[config.mk]
export PLATFORM = sky130hd
export DESIGN_NAME = forward_data_generator
export DESIGN_NICKNAME = d
export VERILOG_FILES = /design/src/fwd_gen_pkg.sv /design/src/sync_fifo.sv /design/src/fwd_gen_control.sv /design/src/hop_forward_stage.sv /design/src/forward_data_generator.sv
export SDC_FILE = /design/constraint.sdc
export NUM_CORES = 2
export LEC_CHECK = 0
export BUFFER_PORTS_ARGS = -buffer_cell sky130_fd_sc_hd__buf_2
export CAP_MARGIN = 10
export CORE_MARGIN = 2
export CORE_UTILIZATION = 35
export CTS_CLUSTER_SIZE = 40
export DETAILED_ROUTE_END_ITERATION = 8
export PLACE_DENSITY_LB_ADDON = 0.1
export SETUP_SLACK_MARGIN = 0.05
export SLEW_MARGIN = 20
export SYNTH_ARGS = -nofsm -noshare
export SYNTH_HDL_FRONTEND = slang
export SYNTH_SLANG_ARGS = --single-unit
[constraint.sdc]
create_clock -name ap_clk -period 19.8 [get_ports ap_clk]
set_clock_uncertainty 0.15 [all_clocks]
set_input_delay 1.98 -clock ap_clk [delete_from_list [all_inputs] [get_ports ap_clk]]
set_output_delay 1.98 -clock ap_clk [all_outputs]
set_load 0.01 [all_outputs]
[src/fwd_gen_pkg.sv]
// --------------------------------------
// Forward data generator package
// Packet field widths, FIFO defaults and
// the run controller state encoding
// --------------------------------------

package fwd_gen_pkg;

// --------------------------------------
// Packet fields
// --------------------------------------
localparam int HOPS_W = 8;
localparam int DEST_W = 2;
localparam int ADDR_W = 32;
localparam int DATA_W = 32;

// FIFO word is {hops, dest, addr, data}, hops on top
localparam int PKT_W    = HOPS_W + DEST_W + ADDR_W + DATA_W;
localparam int HOPS_LSB = DEST_W + ADDR_W + DATA_W;
localparam int DEST_LSB = ADDR_W + DATA_W;
localparam int ADDR_LSB = DATA_W;
localparam int DATA_LSB = 0;

// --------------------------------------
// FIFO defaults
// --------------------------------------
localparam int DEF_FIFO_DEPTH  = 16;
localparam int DEF_PROG_THRESH = 8;

// --------------------------------------
// Run controller states
// --------------------------------------
typedef enum logic [3:0] {
    GEN_RESET,
    GEN_IDLE,
    GEN_SETUP_IDLE,
    GEN_SETUP_REQ,
    GEN_SETUP_WAIT,
    GEN_START,
    GEN_BUSY,
    GEN_PAUSE,
    GEN_DRAIN,
    GEN_DONE
} gen_state_e;

endpackage : fwd_gen_pkg

[src/sync_fifo.sv]
// --------------------------------------
// Synchronous first-word-fall-through FIFO
// Head word always on dout, with empty,
// full and programmable-full flags
// --------------------------------------

`timescale 1ns/1ps

module sync_fifo #(
    parameter int WIDTH       = 32,
    parameter int DEPTH       = 16,
    parameter int PROG_THRESH = 8
) (
    input  logic             ap_clk,
    input  logic             areset_generator,
    input  logic             push,
    input  logic [WIDTH-1:0] din,
    input  logic             pop,
    output logic [WIDTH-1:0] dout,
    output logic             empty,
    output logic             full,
    output logic             prog_full
);

localparam int PTR_W = (DEPTH > 1) ? $clog2(DEPTH) : 1;
localparam int CNT_W = $clog2(DEPTH + 1);

logic [WIDTH-1:0] mem [DEPTH];
logic [PTR_W-1:0] wr_ptr;
logic [PTR_W-1:0] rd_ptr;
logic [CNT_W-1:0] count;
logic             do_push;
logic             do_pop;

// Pointer wrap also covers depths that are not a power of two
function automatic logic [PTR_W-1:0] next_ptr(input logic [PTR_W-1:0] ptr);
    logic [PTR_W-1:0] nxt;
    if (ptr == PTR_W'(DEPTH - 1)) begin
        nxt = '0;
    end else begin
        nxt = ptr + 1'b1;
    end
    return nxt;
endfunction

// --------------------------------------
// Flags
// --------------------------------------
assign empty     = (count == '0);
assign full      = (int'(count) == DEPTH);
assign prog_full = (int'(count) >= PROG_THRESH);

assign do_push = push & ~full;
assign do_pop  = pop & ~empty;

// Head word visible without a read request
assign dout = mem[rd_ptr];

// --------------------------------------
// Pointers and occupancy
// --------------------------------------
always_ff @(posedge ap_clk) begin
    if (areset_generator) begin
        wr_ptr <= '0;
        rd_ptr <= '0;
        count  <= '0;
    end else begin
        if (do_push) begin
            wr_ptr <= next_ptr(wr_ptr);
        end
        if (do_pop) begin
            rd_ptr <= next_ptr(rd_ptr);
        end
        case ({do_push, do_pop})
            2'b10:   count <= count + 1'b1;
            2'b01:   count <= count - 1'b1;
            default: count <= count;
        endcase
    end
end

always_ff @(posedge ap_clk) begin
    if (do_push) begin
        mem[wr_ptr] <= din;
    end
end

// Upstream flow control must keep these from happening
a_no_push_when_full : assert property (@(posedge ap_clk) disable iff (areset_generator)
    !(push && full))
    else $error("sync_fifo push while full");

a_no_pop_when_empty : assert property (@(posedge ap_clk) disable iff (areset_generator)
    !(pop && empty))
    else $error("sync_fifo pop while empty");

endmodule : sync_fifo

[src/fwd_gen_control.sv]
// --------------------------------------
// Forward generator run controller
// Descriptor capture, configuration request,
// pause on back-pressure and completion
// --------------------------------------

`timescale 1ns/1ps

module fwd_gen_control (
    input  logic                           ap_clk,
    input  logic                           areset_generator,
    input  logic                           descriptor_valid,
    input  logic                           config_ready,
    input  logic                           config_valid,
    input  logic [fwd_gen_pkg::HOPS_W-1:0] config_hops,
    input  logic                           in_empty,
    input  logic                           stage_idle,
    input  logic                           out_empty,
    input  logic                           out_prog_full,
    output logic                           gen_enable,
    output logic [fwd_gen_pkg::HOPS_W-1:0] cfg_hops,
    output logic                           configure_memory_setup,
    output logic                           done
);

import fwd_gen_pkg::*;

gen_state_e state;
gen_state_e next_state;

// --------------------------------------
// State register
// --------------------------------------
always_ff @(posedge ap_clk) begin
    if (areset_generator) begin
        state <= GEN_RESET;
    end else begin
        state <= next_state;
    end
end

// --------------------------------------
// Next state
// --------------------------------------
always_comb begin
    next_state = state;
    case (state)
        GEN_RESET: begin
            next_state = GEN_IDLE;
        end
        GEN_IDLE: begin
            if (descriptor_valid) begin
                next_state = GEN_SETUP_IDLE;
            end
        end
        GEN_SETUP_IDLE: begin
            if (config_ready) begin
                next_state = GEN_SETUP_REQ;
            end
        end
        GEN_SETUP_REQ: begin
            next_state = GEN_SETUP_WAIT;
        end
        GEN_SETUP_WAIT: begin
            if (config_valid) begin
                next_state = GEN_START;
            end
        end
        GEN_START: begin
            next_state = GEN_BUSY;
        end
        GEN_BUSY: begin
            // End of run wins over a pause
            if (!descriptor_valid) begin
                next_state = GEN_DRAIN;
            end else if (out_prog_full) begin
                next_state = GEN_PAUSE;
            end
        end
        GEN_PAUSE: begin
            if (!out_prog_full) begin
                next_state = GEN_BUSY;
            end
        end
        GEN_DRAIN: begin
            if (in_empty && stage_idle && out_empty) begin
                next_state = GEN_DONE;
            end
        end
        GEN_DONE: begin
            next_state = GEN_IDLE;
        end
        default: begin
            next_state = GEN_RESET;
        end
    endcase
end

// Forward stage only pops in these two states
assign gen_enable = (state == GEN_START) || (state == GEN_BUSY);

// --------------------------------------
// Hop configuration
// --------------------------------------
// All ones outside a run, so nothing passes unreduced
always_ff @(posedge ap_clk) begin
    if (areset_generator) begin
        cfg_hops <= '1;
    end else if ((state == GEN_SETUP_WAIT) && config_valid) begin
        cfg_hops <= config_hops;
    end else if (state == GEN_DONE) begin
        cfg_hops <= '1;
    end
end

// --------------------------------------
// Registered pulses
// --------------------------------------
always_ff @(posedge ap_clk) begin
    if (areset_generator) begin
        configure_memory_setup <= 1'b0;
        done                   <= 1'b0;
    end else begin
        configure_memory_setup <= (state == GEN_SETUP_REQ);
        done                   <= (state == GEN_DONE);
    end
end

// One request per run, never a held level
a_setup_single_pulse : assert property (@(posedge ap_clk) disable iff (areset_generator)
    configure_memory_setup |=> !configure_memory_setup)
    else $error("configure_memory_setup held for more than one cycle");

endmodule : fwd_gen_control

[src/hop_forward_stage.sv]
// --------------------------------------
// Hop forward stage
// Drops zero-hop packets and reduces the
// hop count of the rest, saturating at zero
// --------------------------------------

`timescale 1ns/1ps

module hop_forward_stage (
    input  logic                           ap_clk,
    input  logic                           areset_generator,
    input  logic                           in_empty,
    input  logic [ fwd_gen_pkg::PKT_W-1:0] in_word,
    input  logic                           gen_enable,
    input  logic [fwd_gen_pkg::HOPS_W-1:0] cfg_hops,
    output logic                           in_pop,
    output logic                           fwd_valid,
    output logic [ fwd_gen_pkg::PKT_W-1:0] fwd_word,
    output logic                           stage_idle
);

import fwd_gen_pkg::*;

logic [HOPS_W-1:0] in_hops;
logic [DEST_W-1:0] in_dest;
logic [ADDR_W-1:0] in_addr;
logic [DATA_W-1:0] in_data;
logic [HOPS_W-1:0] new_hops;
logic              hops_live;

// --------------------------------------
// Unpack head word
// --------------------------------------
assign in_hops = in_word[HOPS_LSB +: HOPS_W];
assign in_dest = in_word[DEST_LSB +: DEST_W];
assign in_addr = in_word[ADDR_LSB +: ADDR_W];
assign in_data = in_word[DATA_LSB +: DATA_W];

assign hops_live = |in_hops;

// Saturating subtract
assign new_hops = (in_hops >= cfg_hops) ? (in_hops - cfg_hops) : '0;

// --------------------------------------
// Pop control
// --------------------------------------
// No pop while a forwarded packet is still in the holding register
assign in_pop     = ~in_empty & gen_enable & ~fwd_valid;
assign stage_idle = ~fwd_valid;

always_ff @(posedge ap_clk) begin
    if (areset_generator) begin
        fwd_valid <= 1'b0;
    end else begin
        fwd_valid <= in_pop & hops_live;
    end
end

// Holding register keeps the last packet between pops
always_ff @(posedge ap_clk) begin
    if (in_pop && hops_live) begin
        fwd_word <= {new_hops, in_dest, in_addr, in_data};
    end
end

endmodule : hop_forward_stage

[src/forward_data_generator.sv]
// --------------------------------------
// Forward data generator, top level
// Registers the inputs, buffers packets in two
// FIFOs and forwards them with reduced hops
// --------------------------------------

`timescale 1ns/1ps

module forward_data_generator #(
    parameter int FIFO_DEPTH  = fwd_gen_pkg::DEF_FIFO_DEPTH,
    parameter int PROG_THRESH = fwd_gen_pkg::DEF_PROG_THRESH
) (
    input  logic                           ap_clk,
    input  logic                           areset_generator,
    input  logic                           descriptor_valid,
    input  logic                           config_ready,
    input  logic                           config_valid,
    input  logic [fwd_gen_pkg::HOPS_W-1:0] config_hops,
    input  logic                           response_valid,
    input  logic [fwd_gen_pkg::HOPS_W-1:0] response_hops,
    input  logic [fwd_gen_pkg::DEST_W-1:0] response_dest,
    input  logic [fwd_gen_pkg::ADDR_W-1:0] response_addr,
    input  logic [fwd_gen_pkg::DATA_W-1:0] response_data,
    output logic                           response_full,
    input  logic                           request_ready,
    output logic                           request_valid,
    output logic [fwd_gen_pkg::HOPS_W-1:0] request_hops,
    output logic [fwd_gen_pkg::DEST_W-1:0] request_dest,
    output logic [fwd_gen_pkg::ADDR_W-1:0] request_addr,
    output logic [fwd_gen_pkg::DATA_W-1:0] request_data,
    output logic                           configure_memory_setup,
    output logic                           done
);

import fwd_gen_pkg::*;

// Near-full level of the input FIFO, one slot short of full
localparam int IN_NEAR_FULL = (FIFO_DEPTH > 1) ? FIFO_DEPTH - 1 : 1;

logic              descriptor_valid_reg;
logic              config_ready_reg;
logic              config_valid_reg;
logic [HOPS_W-1:0] config_hops_reg;
logic              response_valid_reg;
logic [PKT_W-1:0]  response_word_reg;
logic              request_ready_reg;

logic [PKT_W-1:0]  in_dout;
logic              in_pop;
logic              in_empty;
logic              in_full;
logic              in_near_full;

logic              gen_enable;
logic [HOPS_W-1:0] cfg_hops;
logic              stage_idle;
logic              fwd_valid;
logic [PKT_W-1:0]  fwd_word;

logic [PKT_W-1:0]  out_dout;
logic              out_pop;
logic              out_empty;
logic              out_prog_full;

// --------------------------------------
// Input registers
// --------------------------------------
always_ff @(posedge ap_clk) begin
    if (areset_generator) begin
        descriptor_valid_reg <= 1'b0;
        config_ready_reg     <= 1'b0;
        config_valid_reg     <= 1'b0;
        response_valid_reg   <= 1'b0;
        request_ready_reg    <= 1'b0;
    end else begin
        descriptor_valid_reg <= descriptor_valid;
        config_ready_reg     <= config_ready;
        config_valid_reg     <= config_valid;
        response_valid_reg   <= response_valid;
        request_ready_reg    <= request_ready;
    end
end

always_ff @(posedge ap_clk) begin
    config_hops_reg   <= config_hops;
    response_word_reg <= {response_hops, response_dest, response_addr, response_data};
end

// Near-full covers the word already sitting in the input register
assign response_full = in_full | in_near_full;

sync_fifo #(
    .WIDTH      (PKT_W       ),
    .DEPTH      (FIFO_DEPTH  ),
    .PROG_THRESH(IN_NEAR_FULL)
) u_in_fifo (
    .ap_clk          (ap_clk            ),
    .areset_generator(areset_generator  ),
    .push            (response_valid_reg),
    .din             (response_word_reg ),
    .pop             (in_pop            ),
    .dout            (in_dout           ),
    .empty           (in_empty          ),
    .full            (in_full           ),
    .prog_full       (in_near_full      )
);

// --------------------------------------
// Control and forward stage
// --------------------------------------
fwd_gen_control u_control (
    .ap_clk                (ap_clk                ),
    .areset_generator      (areset_generator      ),
    .descriptor_valid      (descriptor_valid_reg  ),
    .config_ready          (config_ready_reg      ),
    .config_valid          (config_valid_reg      ),
    .config_hops           (config_hops_reg       ),
    .in_empty              (in_empty              ),
    .stage_idle            (stage_idle            ),
    .out_empty             (out_empty             ),
    .out_prog_full         (out_prog_full         ),
    .gen_enable            (gen_enable            ),
    .cfg_hops              (cfg_hops              ),
    .configure_memory_setup(configure_memory_setup),
    .done                  (done                  )
);

hop_forward_stage u_forward (
    .ap_clk          (ap_clk          ),
    .areset_generator(areset_generator),
    .in_empty        (in_empty        ),
    .in_word         (in_dout         ),
    .gen_enable      (gen_enable      ),
    .cfg_hops        (cfg_hops        ),
    .in_pop          (in_pop          ),
    .fwd_valid       (fwd_valid       ),
    .fwd_word        (fwd_word        ),
    .stage_idle      (stage_idle      )
);

// --------------------------------------
// Output FIFO and request port
// --------------------------------------
sync_fifo #(
    .WIDTH      (PKT_W      ),
    .DEPTH      (FIFO_DEPTH ),
    .PROG_THRESH(PROG_THRESH)
) u_out_fifo (
    .ap_clk          (ap_clk          ),
    .areset_generator(areset_generator),
    .push            (fwd_valid       ),
    .din             (fwd_word        ),
    .pop             (out_pop         ),
    .dout            (out_dout        ),
    .empty           (out_empty       ),
    .full            (                ),
    .prog_full       (out_prog_full   )
);

assign out_pop = ~out_empty & request_ready_reg;

always_ff @(posedge ap_clk) begin
    if (areset_generator) begin
        request_valid <= 1'b0;
    end else begin
        request_valid <= out_pop;
    end
end

// Payload holds its last value between strobes
always_ff @(posedge ap_clk) begin
    if (out_pop) begin
        request_hops <= out_dout[HOPS_LSB +: HOPS_W];
        request_dest <= out_dout[DEST_LSB +: DEST_W];
        request_addr <= out_dout[ADDR_LSB +: ADDR_W];
        request_data <= out_dout[DATA_LSB +: DATA_W];
    end
end

endmodule : forward_data_generator

== After elaboration in Yosys (flattened, before gate mapping) ==
Memory sizes are Yosys's and may differ from the RTL's. A register that Yosys moved wholly into a read port is not among the register bits.
Cells that the tools add are included.

* Bits in registers: 203
* Output and inout bits: 78
* Bits in writable memories: 2368
* Word-level logic and storage cells: 110
* Memories kept: 2
* Bits of input ports: 89

{| class="wikitable"
|+ Memories
! name !! depth !! width !! read ports !! clocked after memory_dff !! wr ports !! line !! RTL
|-
| u_in_fifo.mem || 16 || 74 || 1 || 1 || 1 || sync_fifo.sv:28 || <nowiki>logic [WIDTH-1:0] mem [DEPTH];</nowiki>
|-
| u_out_fifo.mem || 16 || 74 || 1 || 1 || 1 || sync_fifo.sv:28 ||
|}

* Reductions and logical operators: 14
* Bitwise logic cells: 14
* Muxes and demuxes: 22
* $add $sub $neg: 9
* $lt $le $gt $ge: 3
* Equal/unequal tests: 25

{| class="wikitable"
|+ Operators by type and width
! cell !! count
|-
| $mux W4 || 13
|-
| $pmux W4 S9 || 1
|-
| $eq A4 B4 Y1 const B || 6
|-
| $pmux W5 S2 || 2
|-
| $add A4 B1 Y4 const B || 4
|-
| $eq A4 B3 Y1 const B || 4
|-
| $mux W8 || 2
|-
| $add A5 B1 Y5 const B || 2
|-
| $eq A5 B5 Y1 const B || 2
|-
| $ge A5 B4 Y1 const B || 2
|-
| $logic_not A5 Y1 || 2
|-
| $sub A5 B1 Y5 const B || 2
|-
| $and A1 B1 Y1 || 8
|-
| $eq A4 B2 Y1 const B || 2
|-
| $ge A8 B8 Y1 || 1
|-
| $ne A2 B2 Y1 const B || 4
|-
| $reduce_or A8 Y1 || 1
|-
| $sub A8 B8 Y8 || 1
|-
| $reduce_and A6 Y1 || 1
|-
| $reduce_bool A2 Y1 || 3
|-
| $not A1 Y1 || 5
|-
| $eq A2 B1 Y1 const B || 2
|-
| $eq A2 B2 Y1 const B || 2
|-
| $eq A4 B1 Y1 const B || 1
|-
| other kinds (8) || 14
|}

== Longest topological paths before layout ==
* Depth after elaboration: 7
* Mapped depth: 14
* Mapped depth without buffers: 12

== Cells and area by module ==
From an unflattened synthesis, not the netlist that was laid out.

* Cells, all modules: 4075
* Area total of the unflattened synthesis: 98019.0 µm²

{| class="wikitable"
|+ By module, submodules not included
! module !! cells an instance !! instances !! area an instance (µm²) !! seq. area each (µm²)
|-
| sync_fifo at u_out_fifo || 1759 || 1 || 45443.6 || 35894.4
|-
| sync_fifo at u_in_fifo || 1936 || 1 || 45162.1 || 35894.4
|-
| forward_data_generator || 170 || 1 || 4040.1 || 3983.8
|-
| hop_forward_stage || 134 || 1 || 2673.8 || 2242.2
|-
| fwd_gen_control || 76 || 1 || 699.4 || 280.3
|}

== Least setup slack after synthesis ==
Ideal clock, no wire load.

* Kind: register to register
* Start: register u_in_fifo.count[1]
* End: memory u_in_fifo.mem[3][0] in the netlist's numbering (enable)
* Period minus slack after synthesis: 7.144 ns
* Path slack: 12.656 ns
* Path buffers: 1
* Required time: 19.053 ns
* Stages on the path, launching flop included: 6
* Setup time: 0.597 ns
* Arrival: 6.397 ns
* Cells stage by stage: dfxtp_1 clkbuf_1 nor4_2 a21boi_1 nand2_1 nor3_1

* Longest elaborated chain between the ends: 5

{| class="wikitable"
|+ Ends and longest elaborated chain
! element !! line !! RTL
|-
| from (decl) || sync_fifo.sv:31 || <nowiki>logic [CNT_W-1:0] count;</nowiki>
|-
| from (signal assigned) || sync_fifo.sv:75 || <nowiki>2'b10: count <= count + 1'b1;</nowiki>
|-
| from (signal assigned) || sync_fifo.sv:76 || <nowiki>2'b01: count <= count - 1'b1;</nowiki>
|-
| from (signal assigned) || sync_fifo.sv:77 || <nowiki>default: count <= count;</nowiki>
|-
| $eq A5 B5 Y1 || sync_fifo.sv:50 || <nowiki>assign full = (int'(count) == DEPTH);</nowiki>
|-
| $not A1 Y1 || sync_fifo.sv:53 || <nowiki>assign do_push = push & ~full;</nowiki>
|-
| $and A1 B1 Y1 || sync_fifo.sv:53 ||
|-
| $mux W1 || sync_fifo.sv:83 || <nowiki>if (do_push) begin</nowiki>
|-
| $mux W1 (not written as such) || sync_fifo.sv:84 || <nowiki>mem[wr_ptr] <= din;</nowiki>
|-
| to (decl) || sync_fifo.sv:28 ||
|}

No other way between the ends.

== Worst setup path after layout ==
* Start: register u_in_fifo.count[1]
* End: memory u_in_fifo.mem[3][33] in the netlist's numbering (enable)

Same word-level chain as after synthesis.

==> run_results.csv <==
group,metric,value,unit
run_status,status,"completed",
power,p_per_area,103,nW/um^2
finish,mostFrequentLayoutCells,"edfxtp_1, mux4_2, clkbuf_16",
sta,setup_viol,0,
sta,relSlewSlack,0.273,
worst_setup_path,startpoint_type,"register",
placed_design,dpl.hpwl,129000,um
placed_design,gp_congestion,0.694,
floorplanning,pin_count,167,
finish,synthToLayoutAreaGrowth,15.1,%
clock_network,cts_resized,0,
global_route,grt_usage,0.172,
power,p_total,11600,uW
finish,stdcell_count,8241,
hold_path,hp-class,"register to register",
worst_setup_path,crit_path_end_kind,"register",
detailed_routing,first_pass_iters,6,
worst_setup_path,worstPathMaxFanout,35,
detailed_routing,drtIter0Drc,3723,
worst_setup_path,r2r_slack,15070,ps
hold_path,hold_end,"u_control.cfg_hops[7]",
hold_path,worstHoldPathCells,2,
yosys,yosysUniqueCellTypes,52,
worst_setup_path,arrival,5020,ps
yosys,synth-edff-count,2516,
yosys,async_reset_ff_frac,0,
sta,setup_tns,0,ps
finish,reg_top3,"u_in_fifo.mem x1184, u_out_fifo.mem x1184",
sta,slew_violations,0,
clock_network,post_cts_buffers,0,
worst_setup_path,cp.required,20090,ps
finish,final_common_cell,"edfxtp_1",
detailed_routing,via_per_inst,5.10,
worst_setup_path,crit_type,"register to register",
yosys,synth_area,97800,sq um
hold_path,hp-start,"config_hops_reg[7]",
worst_setup_path,cp_num_buf_inv,2,
clock_network,clockBufferDepth,4,
clock_network,holdBufCountCts,0,
sta,min_period_over_period,0.239,
yosys,ys.flop_type,"edfxtp_1",
global_route,antenna_found_initial,22,
detailed_routing,remaining_drc_errors,0,
global_route,grt_first_pass_wirelength,347000,um
worst_setup_path,r2r_cells,6,
yosys,synth-seq-area-share,0.800,
clock_network,cts.sinks,2649,
finish,nNetsFinal,4397,
global_route,grt-ovfl-total,0,
floorplanning,die_y,533,um
yosys,synth_warnings,0,
finish,fillers,24500,
yosys,ys_seq_elements,2649,
job,drv_cap,0,
sta,worst_pin_slew,1090,ps
floorplanning,initial_core_util,0.351,
placed_design,dp_cells,7706,
global_route,first_global_vias,44800,
sta,grt_setup_unrepaired,"no",
detailed_routing,vias,42000,
worst_setup_path,r2r-end,"u_in_fifo.mem[3][33]",
power,p_leak,0.0339,uW
clock_network,cts_root_buf,"clkbuf_16",
floorplanning,coreArea,279000,sq um
finish,drive_gt1_frac,0.319,
finish,final-seq-area,78200,sq um
sta,fmax,0.211,GHz
detailed_routing,wl_per_cell,29.8,um
worst_setup_path,cp_top_family,"buffers and inverters",
finish,multiInputGateArea,18700,sq um
floorplanning,die_w,533,um
yosys,synth_area_per_cell,25.0,sq um
clock_network,cts_made_buffers,296,
clock_network,clkLatencyLatePin,850,ps
yosys,syn_nets,4020,
worst_setup_path,max_stage_delay,870,ps
global_route,grt_max_degree,139,
power,ir_drop,0.0654,mV
clock_network,h-tree-depth,5,
worst_setup_path,worstPathCellList,"nor4_2 > a21boi_1 > nand2_1 > nor3_2 > buf_4 > buf_4",
yosys,synthCells,3903,
worst_setup_path,timing.rr.start,"u_in_fifo.count[1]",
sta,fin_crit,4730,ps
worst_setup_path,cpMostUsedCell,"buf_4",
detailed_routing,wl,246000,um
clock_network,cts_tree,"built",
finish,utilization,0.404,
sta,hold_viol_final,0,
placed_design,io_buffers,166,
floorplanning,rows,194,
clock_network,cts.clk_slew.worst_paths,60,ps
floorplanning,die_area,284000,sq um
detailed_routing,drt.antenna.violating_nets,0,
worst_setup_path,critPathSlowestCell,"nor3_2",
-- how the worst max path moves through the flow --
stage	start	to	slack, ps	cells past startpoint
after floorplan	u_in_fifo.count[1]	u_in_fifo.mem[3][0]	12660	5
final	u_in_fifo.count[1]	u_in_fifo.mem[3][33]	15070	6
after CTS	u_in_fifo.count[1]	u_in_fifo.mem[3][33]	14820	6
after global routing	u_out_fifo.rd_ptr[0]	request_addr[9]	14620	5
after detailed placement	u_in_fifo.count[1]	u_in_fifo.mem[3][30]	14900	6
after global placement	u_out_fifo.rd_ptr[0]	request_addr[10]	14960	5
-- layer usage --
layer  track usage  part of all wire  vias up
li1              -                 -    17600
met2         0.286              0.50      870
met5             0                 0        -
met1         0.241              0.45    23300
met3        0.0221             0.039      333
met4        0.0378             0.017        0
-- worst register-to-register path, stage by stage, from the launching register on --
cell	delay, ps
dfxtp_1	470
nor4_2	140
a21boi_1	690
nand2_1	440
nor3_2	880
buf_4	740
buf_4	750
-- through the flow --
stage	setup slack (ps)	area, sq um	hold WS (ps)
2_1_floorplan	12660	97800	292
3_3_place_gp	14960	103000	311
3_5_place_dp	14900	103000	314
4_1_cts	14820	113000	329
5_1_grt	14620	113000	351
6_report	15070	113000	323
-- power breakdown --
group          switching, uW  total (uW)  internal [uW]
registers               64.0        6200           6130
logic                   73.5         140           66.7
clock network           2180        5230           3050
total                   2320       11600           9250
-- cells by family (layout without fill, tap and decap cells) --
kind of cell	Yosys count	after routing	synth area share
AOI/OAI and AO/OA	92	92	0.00614
xor gates and xnor gates	22	22	0.00197
adders and majority gates	28	28	0.00374
buffers and inverters	210	809	0.0107
DFF	2649	2649	0.800
muxes	738	738	0.169
other	0	15	0
and+or+nand+nor	164	164	0.00814
-- cell usage after synthesis (2+ instances only) --
cell      instances  area [sq um]
edfxtp_1       2516         75600
mux4_2          732         16500
dfxtp_1         133          2660
clkbuf_1        101           379
nor2_1           63           236
buf_2            42           210
nand2_1          34           128
a21oi_1          29           145
ha_1             26           325
buf_6            21           236
inv_1            19          71.3
nand2b_1         17           106
xor2_1           15           131
a22oi_1          14           105
nor3_1           13          65.1
buf_4            12          90.1
nor2b_1          11          68.8
o22ai_1          11          68.8
buf_1            10          37.5
o21ai_0           8          40.0
o21ai_1           7          35.0
or3_1             7          43.8
xnor2_1           7          61.3
a21o_1            5          37.5
mux2i_1           5          50.1
a31oi_1           4          25.0
inv_2             4          15.0
nand3_1           4          20.0
a21boi_1          3          22.5
nand4_1           3          18.8
a311oi_1          2          17.5
fa_1              2          40.0
nand4b_1          2          17.5
nor4_1            2          12.5
nor4b_1           2          17.5
-- area by class of cell --
type,count,share of cell area
clock buffers,388,0.0720
multi-input cells,1044,0.166
clock inverters,132,0.00917
diodes,15,0.000334
well taps,3724,0.0414
flip-flops and latches,2649,0.695
inverters,23,0.000789
repair buffers,266,0.0147
Note: power is estimated with default switching activity, not from simulation.
